$ cat src/design/ppu_pkg.sv
// PPU front end definitions

package ppu_pkg;

  // ====================
  // Bus widths
  // ====================

  // N64 colour channel in, output channel after expansion
  localparam int COLOR_W_I = 7;
  localparam int COLOR_W_O = 8;

  // Sync view of the VD bus, active low bits
  typedef struct packed {
    logic [2:0] pad;
    logic       vsync_n;
    logic       clamp_n;
    logic       hsync_n;
    logic       csync_n;
  } vd_sync_t;

  // One VD bus word, sync in the sync phase and colour otherwise
  typedef union packed {
    logic [COLOR_W_I-1:0] color;
    vd_sync_t             sync;
  } vd_word_u;

  // ====================
  // Configuration word
  // ====================

  localparam int CFG_W           = 8;
  localparam int CFG_TARGET_LSB  = 0;
  localparam int CFG_TARGET_W    = 3;
  localparam int CFG_VGA_BIT     = 3;
  localparam int CFG_FORCE60_BIT = 4;
  localparam int CFG_FORCE50_BIT = 5;
  localparam int CFG_LLM_BIT     = 6;
  // Set means 16-bit colour mode
  localparam int CFG_N16BIT_BIT  = 7;

  // Target codes, 0 and 7 depend on the 50/60 Hz decision
  localparam logic [2:0] TARGET_480P    = 3'd0;
  localparam logic [2:0] TARGET_720P    = 3'd1;
  localparam logic [2:0] TARGET_960P    = 3'd2;
  localparam logic [2:0] TARGET_1080P   = 3'd3;
  localparam logic [2:0] TARGET_1200P   = 3'd4;
  localparam logic [2:0] TARGET_1440P   = 3'd5;
  localparam logic [2:0] TARGET_1440WP  = 3'd6;
  localparam logic [2:0] TARGET_LOWRES  = 3'd7;

  // ====================
  // Video mode and state
  // ====================

  // Mode code is {50 Hz, target, VGA}
  localparam int VMODE_W          = 5;
  localparam int VMODE_50HZ_BIT   = 4;
  localparam int VMODE_TARGET_LSB = 1;
  localparam int VMODE_VGA_BIT    = 0;

  localparam int PPU_STATE_W = 8;

endpackage

$ cat src/design/n64_vdemux.sv
// N64 video bus demultiplexer

module n64_vdemux
  import ppu_pkg::*;
(
  input  logic                   N64_CLK_i,
  input  logic                   reset_i,
  input  logic                   nvdsync_i,
  input  logic                   n16bit_i,
  input  logic [COLOR_W_I-1:0]   vd_i,
  output vd_word_u               sync_o,
  output logic                   pix_valid_o,
  output logic                   vsync_o,
  output logic                   hsync_o,
  output logic                   csync_o,
  output logic [3*COLOR_W_O-1:0] vd_o
);

  vd_word_u               vd_w;
  vd_word_u               sync_q;
  logic [1:0]             phase_q;
  logic                   pix_valid_q;
  logic [COLOR_W_I-1:0]   red_q;
  logic [COLOR_W_I-1:0]   green_q;
  logic [3*COLOR_W_O-1:0] vd_q;

  // Optional 16-bit masking, then MSB replicated below the LSB
  function automatic logic [COLOR_W_O-1:0] expand_color(
    input logic [COLOR_W_I-1:0] c,
    input logic                 mask16
  );
    logic [COLOR_W_I-1:0] m;
    m = c;
    if (mask16) begin
      m[1:0] = 2'b00;
    end
    return {m, m[COLOR_W_I-1]};
  endfunction

  assign vd_w = vd_i;

  // Phase 0 waits for nVDSYNC, phases 1 to 3 are R, G, B
  always_ff @(posedge N64_CLK_i) begin
    if (reset_i) begin
      phase_q     <= 2'd0;
      sync_q      <= '1;
      pix_valid_q <= 1'b0;
    end else begin
      pix_valid_q <= 1'b0;
      if (!nvdsync_i) begin
        phase_q <= 2'd1;
        sync_q  <= vd_w;
      end else if (phase_q != 2'd0) begin
        phase_q <= phase_q + 2'd1;
        if (phase_q == 2'd3) begin
          pix_valid_q <= 1'b1;
        end
      end
    end
  end

  // Colour samples and the assembled pixel
  always_ff @(posedge N64_CLK_i) begin
    if (nvdsync_i) begin
      case (phase_q)
        2'd1: red_q   <= vd_w.color;
        2'd2: green_q <= vd_w.color;
        2'd3: vd_q    <= {expand_color(red_q, n16bit_i),
                          expand_color(green_q, n16bit_i),
                          expand_color(vd_w.color, n16bit_i)};
        default: ;
      endcase
    end
  end

  assign sync_o      = sync_q;
  assign vsync_o     = ~sync_q.sync.vsync_n;
  assign hsync_o     = ~sync_q.sync.hsync_n;
  assign csync_o     = ~sync_q.sync.csync_n;
  assign pix_valid_o = pix_valid_q;
  assign vd_o        = vd_q;

  // One pixel per four-phase group
  a_single_valid: assert property (@(posedge N64_CLK_i) disable iff (reset_i)
    pix_valid_o |=> !pix_valid_o)
    else $error("pix_valid_o high on two consecutive cycles");

endmodule

$ cat src/design/n64_vinfo_detect.sv
// PAL and interlace detection

module n64_vinfo_detect
  import ppu_pkg::*;
#(
  parameter int PAL_LINES_MIN = 288
) (
  input  logic     N64_CLK_i,
  input  logic     reset_i,
  input  vd_word_u sync_i,
  input  logic     sync_strobe_i,
  output logic     palmode_o,
  output logic     n64_480i_o
);

  localparam int LINE_W = 10;

  logic              strobe_q;
  logic              hs_prev_q;
  logic              vs_prev_q;
  logic              hs_fall;
  logic              vs_fall;
  logic [LINE_W-1:0] line_cnt_q;
  logic [LINE_W-1:0] last_cnt_q;
  // First vsync seen, and one complete field counted
  logic              field_start_q;
  logic              last_valid_q;
  logic              palmode_q;
  logic              n64_480i_q;

  // The demux registers the sync word one cycle after the strobe
  always_ff @(posedge N64_CLK_i) begin
    if (reset_i) begin
      strobe_q <= 1'b0;
    end else begin
      strobe_q <= sync_strobe_i;
    end
  end

  assign hs_fall = hs_prev_q & ~sync_i.sync.hsync_n;
  assign vs_fall = vs_prev_q & ~sync_i.sync.vsync_n;

  // ====================
  // Line and field count
  // ====================

  always_ff @(posedge N64_CLK_i) begin
    if (reset_i) begin
      hs_prev_q     <= 1'b1;
      vs_prev_q     <= 1'b1;
      line_cnt_q    <= '0;
      last_cnt_q    <= '0;
      field_start_q <= 1'b0;
      last_valid_q  <= 1'b0;
      palmode_q     <= 1'b0;
      n64_480i_q    <= 1'b0;
    end else if (strobe_q) begin
      hs_prev_q <= sync_i.sync.hsync_n;
      vs_prev_q <= sync_i.sync.vsync_n;
      if (vs_fall) begin
        // Field done, decide only on a complete field
        if (field_start_q) begin
          palmode_q <= (line_cnt_q >= LINE_W'(PAL_LINES_MIN));
        end
        if (last_valid_q) begin
          n64_480i_q <= (line_cnt_q != last_cnt_q);
        end
        last_cnt_q    <= line_cnt_q;
        last_valid_q  <= field_start_q;
        field_start_q <= 1'b1;
        // First line of the new field starts in this group
        line_cnt_q    <= hs_fall ? LINE_W'(1) : '0;
      end else if (hs_fall && line_cnt_q != '1) begin
        line_cnt_q <= line_cnt_q + 1'b1;
      end
    end
  end

  assign palmode_o  = palmode_q;
  assign n64_480i_o = n64_480i_q;

  // Vsync must come long before the count runs out
  a_no_saturate: assert property (@(posedge N64_CLK_i) disable iff (reset_i)
    line_cnt_q != '1)
    else $error("line counter saturated, vsync missing");

endmodule

$ cat src/design/vmode_select.sv
// Output video mode selection

module vmode_select
  import ppu_pkg::*;
(
  input  logic               N64_CLK_i,
  input  logic               reset_i,
  input  logic               palmode_i,
  input  logic [CFG_W-1:0]   cfg_i,
  output logic [VMODE_W-1:0] vmode_o
);

  logic [CFG_TARGET_W-1:0] target;
  logic                    force_ok;
  logic                    use50;
  logic                    vga;
  logic [VMODE_W-1:0]      vmode_q;

  assign target = cfg_i[CFG_TARGET_LSB +: CFG_TARGET_W];

  // No forcing in low latency mode or for the low resolution target
  assign force_ok = ~cfg_i[CFG_LLM_BIT] & (target != TARGET_LOWRES);

  always_comb begin
    if (cfg_i[CFG_FORCE60_BIT] && force_ok) begin
      use50 = 1'b0;
    end else if (cfg_i[CFG_FORCE50_BIT] && force_ok) begin
      use50 = 1'b1;
    end else begin
      use50 = palmode_i;
    end
  end

  // VGA timing only replaces 480p60
  assign vga = ~use50 & (target == TARGET_480P) & cfg_i[CFG_VGA_BIT];

  // ====================
  // Mode register
  // ====================

  // 1440WP and all other targets keep their code, only the rate bit differs
  always_ff @(posedge N64_CLK_i) begin
    if (reset_i) begin
      vmode_q <= '0;
    end else begin
      vmode_q[VMODE_50HZ_BIT]                       <= use50;
      vmode_q[VMODE_TARGET_LSB +: CFG_TARGET_W]     <= target;
      vmode_q[VMODE_VGA_BIT]                        <= vga;
    end
  end

  assign vmode_o = vmode_q;

  // Low latency mode tracks the detected input rate
  a_llm_follows_pal: assert property (@(posedge N64_CLK_i) disable iff (reset_i)
    cfg_i[CFG_LLM_BIT] |=> vmode_o[VMODE_50HZ_BIT] == $past(palmode_i))
    else $error("llm set but 50 Hz flag differs from palmode");

endmodule

$ cat src/design/n64_ppu_top.sv
// N64 PPU front end top

module n64_ppu_top
  import ppu_pkg::*;
#(
  parameter int PAL_LINES_MIN = 288
) (
  input  logic                   N64_CLK_i,
  input  logic                   reset_i,
  input  logic                   nvdsync_i,
  input  logic [COLOR_W_I-1:0]   vd_i,
  input  logic [CFG_W-1:0]       cfg_i,
  output logic                   pix_valid_o,
  output logic                   vsync_o,
  output logic                   hsync_o,
  output logic                   csync_o,
  output logic [3*COLOR_W_O-1:0] vd_o,
  output logic [PPU_STATE_W-1:0] ppu_state_o
);

  vd_word_u           sync_w;
  logic               palmode_w;
  logic               n64_480i_w;
  logic [VMODE_W-1:0] vmode_w;

  // ====================
  // Video data demux
  // ====================

  n64_vdemux u_vdemux (
    .N64_CLK_i   (N64_CLK_i),
    .reset_i     (reset_i),
    .nvdsync_i   (nvdsync_i),
    .n16bit_i    (cfg_i[CFG_N16BIT_BIT]),
    .vd_i        (vd_i),
    .sync_o      (sync_w),
    .pix_valid_o (pix_valid_o),
    .vsync_o     (vsync_o),
    .hsync_o     (hsync_o),
    .csync_o     (csync_o),
    .vd_o        (vd_o)
  );

  // Input video info
  n64_vinfo_detect #(
    .PAL_LINES_MIN (PAL_LINES_MIN)
  ) u_vinfo (
    .N64_CLK_i     (N64_CLK_i),
    .reset_i       (reset_i),
    .sync_i        (sync_w),
    .sync_strobe_i (~nvdsync_i),
    .palmode_o     (palmode_w),
    .n64_480i_o    (n64_480i_w)
  );

  vmode_select u_vmode (
    .N64_CLK_i (N64_CLK_i),
    .reset_i   (reset_i),
    .palmode_i (palmode_w),
    .cfg_i     (cfg_i),
    .vmode_o   (vmode_w)
  );

  // State word is {vmode, palmode, 480i, 16-bit mode}
  assign ppu_state_o = {vmode_w, palmode_w, n64_480i_w, cfg_i[CFG_N16BIT_BIT]};

endmodule

$ cat config.mk
export PLATFORM = sky130hd
export DESIGN_NAME = n64_ppu_top
export DESIGN_NICKNAME = d
export VERILOG_FILES = /design/src/design/ppu_pkg.sv /design/src/design/n64_vdemux.sv /design/src/design/n64_vinfo_detect.sv /design/src/design/vmode_select.sv /design/src/design/n64_ppu_top.sv
export SDC_FILE = /design/constraint.sdc
export NUM_CORES = 1
export LEC_CHECK = 0
export BUFFER_PORTS_ARGS = -buffer_cell sky130_fd_sc_hd__buf_2
export CORE_ASPECT_RATIO = 1.25
export CORE_MARGIN = 2
export CORE_UTILIZATION = 30
export DETAILED_ROUTE_END_ITERATION = 16
export PLACE_DENSITY = 0.56
export SYNTH_ARGS = -nofsm -noshare
export SYNTH_HDL_FRONTEND = slang
export SYNTH_SLANG_ARGS = --single-unit
$ cat constraint.sdc
create_clock -name N64_CLK_i -period 1.96 [get_ports N64_CLK_i]
set_input_delay 0.098 -clock N64_CLK_i [delete_from_list [all_inputs] [get_ports N64_CLK_i]]
set_output_delay 0.098 -clock N64_CLK_i [all_outputs]
set_load 0.005 [all_outputs]
==> run_results.csv <==
group,metric,value,unit
synthesis,ys.flop_type,"dfxtp_1",
routing,drtPass1Iterations,4,
synthesis,ys_seq_elements,73,
critical_path,r2r_slack,130,ps
global_route,antenna_found_initial,0,
clock_tree,cts-root-buf,"clkbuf_16",
routing,drt_iter0_drc,91,
clock_tree,cts.sink_count,73,
sta,setup_viol,0,
power,power.density,929,nW/um^2
critical_path,worstSetupPathType,"flip-flop to flip-flop",
synthesis,netlist.area_leader.share,0.356,
global_route,grt_pass1_vias,1850,
power,p_leak,1.37,nW
synthesis,synth.net_count,281,
synthesis,syn_area_per_cell,11.5,um^2
critical_path,cp.required,2180,ps
clock_tree,htree_num_levels,3,
critical_path,crit_path_start_kind,"flip-flop",
power,total_power,0.00338,W
die,dieArea,10700,um^2
synthesis,synth_edf_count,35,
routing,wl_per_cell,12.2,um
sta,fmax,546,MHz
die,initial_core_util,0.307,
global_route,grt_overflow,0,
synthesis,yosysWarnings,0,
placed_design,dpl.hpwl,3780,um
sta,fin_crit_sh,0.934,
die,ios,54,
min_path,hp-class,"primary input to flip-flop",
clock_tree,cts_buffers,9,
clock_tree,hold_buffers,8,
die,fp.dieH,115,um
job,maxCapViolCount,0,
min_path,hold_start,"cfg_i[1]",
routing,routed_via_density,4.64,
synthesis,synth_cells,257,
clock_tree,cts_resized,0,
final_layout,diodes,0,
routing,drc_errors,0,
routing,wl,5400,um
synthesis,ys_types,39,
placed_design,routabilityCongestion,0.790,
critical_path,crit_fanout,9,
sta,whs,15.9,ps
placed_design,placed_cell_area,3260,um^2
critical_path,slowest_delay,430,ps
clock_tree,clockBufferDepth,2,
critical_path,arrival,2050,ps
sta,fin_worst_skew,5.00,ps
routing,num_vias,2055,
final_layout,drive_gt1_frac,0.240,
global_route,grt.total_usage,0.105,
clock_tree,tritoncts,"built",
clock_tree,clk_pin_slew,60,ps
critical_path,r2r-start,"u_vinfo.line_cnt_q[1]",
final_layout,syn_to_final_growth,23.3,%
global_route,grt_max_degree,39,
sta,worst_pin_slew,693,ps
synthesis,mappedNetlistArea,2950,um^2
synthesis,yosys.area.top_type,"edfxtp_1",
final_layout,final.fill_count,951,
die,core,9610,um^2
sta,fin_crit,1830,ps
sta,rsz0062_at_grt,"no",
synthesis,async_reset_ff_frac,0,
critical_path,cpMaxStageDelayCell,"dfxtp_1",
clock_tree,post-cts-setup-buffers,0,
clock_tree,clk_latency,330,ps
final_layout,fin_area,3640,um^2
global_route,grt_pass1_wl,8700,um
final_layout,fin_nets,336,
synthesis,yosysMostFrequentCell,"dfxtp_1",
synthesis,synthTopCellsByCount,"dfxtp_1 (38), edfxtp_1 (35), nand2_1 (28)",
sta,fin_tns_setup,0,ps
critical_path,worstSetupStartpoint,"u_vinfo.line_cnt_q[1]",
power,vdd_drop_max,546,uV
routing,ant_nets,0,
critical_path,cp-end-kind,"flip-flop",
outcome,status,"finished clean",
synthesis,synth.area.top_cells,"edfxtp_1 (36%), dfxtp_1 (26%), a21oi_1 (3.9%)",
die,rows,40,
sta,drv_slew,0,
sta,relSlewSlack,0.538,
sta,finalHoldViolCount,0,
synthesis,ys_seq_area_frac,0.614,
critical_path,path_cells,"ha_1, and3_1, and4_4, nor2_1, a221oi_1",
placed_design,port_buffers,53,
die,die_w,92.7,um
==> worst paths after layout <==
kind / end / cells past startpoint
max reg2reg: u_vinfo.line_cnt_q[0] / 5
min reg2reg: u_vdemux.vd_o[13] / 0
max: u_vinfo.line_cnt_q[0] / 5
min: u_vmode.vmode_o[2] / 2
==> cell families (layout without fill, tap and decap cells) <==
group | after synthesis | in the layout | synth area share
AOI/OAI and AO/OA | 49 | 49 | 0.101
xor gates and xnor gates | 11 | 11 | 0.0326
DFF | 73 | 73 | 0.614
muxes | 1 | 1 | 0.00339
adders and majority gates | 6 | 6 | 0.0254
buffers and inverters | 30 | 90 | 0.0623
and+or+nand+nor | 87 | 87 | 0.161
==> layout make-up <==
type	instances	area, um^2	area share
sequential	73	1810	0.498
multi-input combinational	154	957	0.263
timing repair buffer	67	390	0.107
clock buffer	9	225	0.0619
tap	126	158	0.0433
clock inverter	7	71.3	0.0196
inverter	7	26.3	0.00722
==> cell usage in the layout, fill, tap and decap left out, types with 3 or more instances in the layout <==
cell           synthesis  routed
nand4_1                6       6
nor2_1                 5       5
nand2_1               28      28
o21ai_0                4       4
a21oi_1               23      23
a311oi_1               4       4
nor3_1                 4       4
a211o_1                5       5
nand3_1                3       3
a31oi_1                6       6
nor2b_1               18      18
ha_1                   6       6
clkbuf_16              0       9
and3_1                 4       4
inv_1                  7       7
dfxtp_1               38      38
xnor2_1                8       8
xor2_1                 3       3
buf_4                  6       6
and2_1                 5       5
dlygate4sd3_1          0       8
edfxtp_1              35      35
buf_2                  3      53
or3_1                  3       3
o21ai_1                3       3
==> power by group <==
part	leakage, nW	internal [W]	total, W	switching (W)
combinational	0.606	0.0000671	0.000149	0.0000824
clock	0.139	0.000981	0.00159	0.000606
sequential	0.627	0.00163	0.00165	0.0000179
total	1.37	0.00268	0.00338	0.000707
==> layer usage <==
| metal | GRT usage | wire, um | vias up |
|---|---|---|---|
| li1 | - | - | 1019 |
| met1 | 0.121 | 2300 | 950 |
| met2 | 0.175 | 2670 | 71 |
| met3 | 0.0400 | 324 | 15 |
| met4 | 0.0490 | 112 | 0 |
| met5 | 0 | 0 | - |
==> state kept, by name (all words and copies together) (netlist names), 2 cells and up <==
name,cells
u_vdemux.green_q,7
u_vdemux.phase_q,2
u_vdemux.red_q,7
u_vdemux.sync_o,3
u_vdemux.vd_o,21
u_vinfo.last_cnt_q,10
u_vinfo.line_cnt_q,10
u_vmode.vmode_o,5
==> worst max-delay path: cells and delay by family (launching register included) <==
| family | cells | cell delay (ps) |
|---|---|---|
| AOI/OAI and AO/OA | 1 | 340 |
| adders and majority gates | 1 | 240 |
| DFF | 1 | 430 |
| and+or+nand+nor | 3 | 710 |
==> metrics by stage <==
step / instances / setup slack [ps] / utilization
2_1_floorplan: 257 / 286 / -
3_3_place_gp: 419 / 236 / 0.340
3_5_place_dp: 419 / 187 / 0.340
4_1_cts: 443 / 133 / 0.379
5_1_grt: 443 / 22.0 / 0.379
6_report: 443 / 129 / 0.379
(Power assumes the default switching activity.)
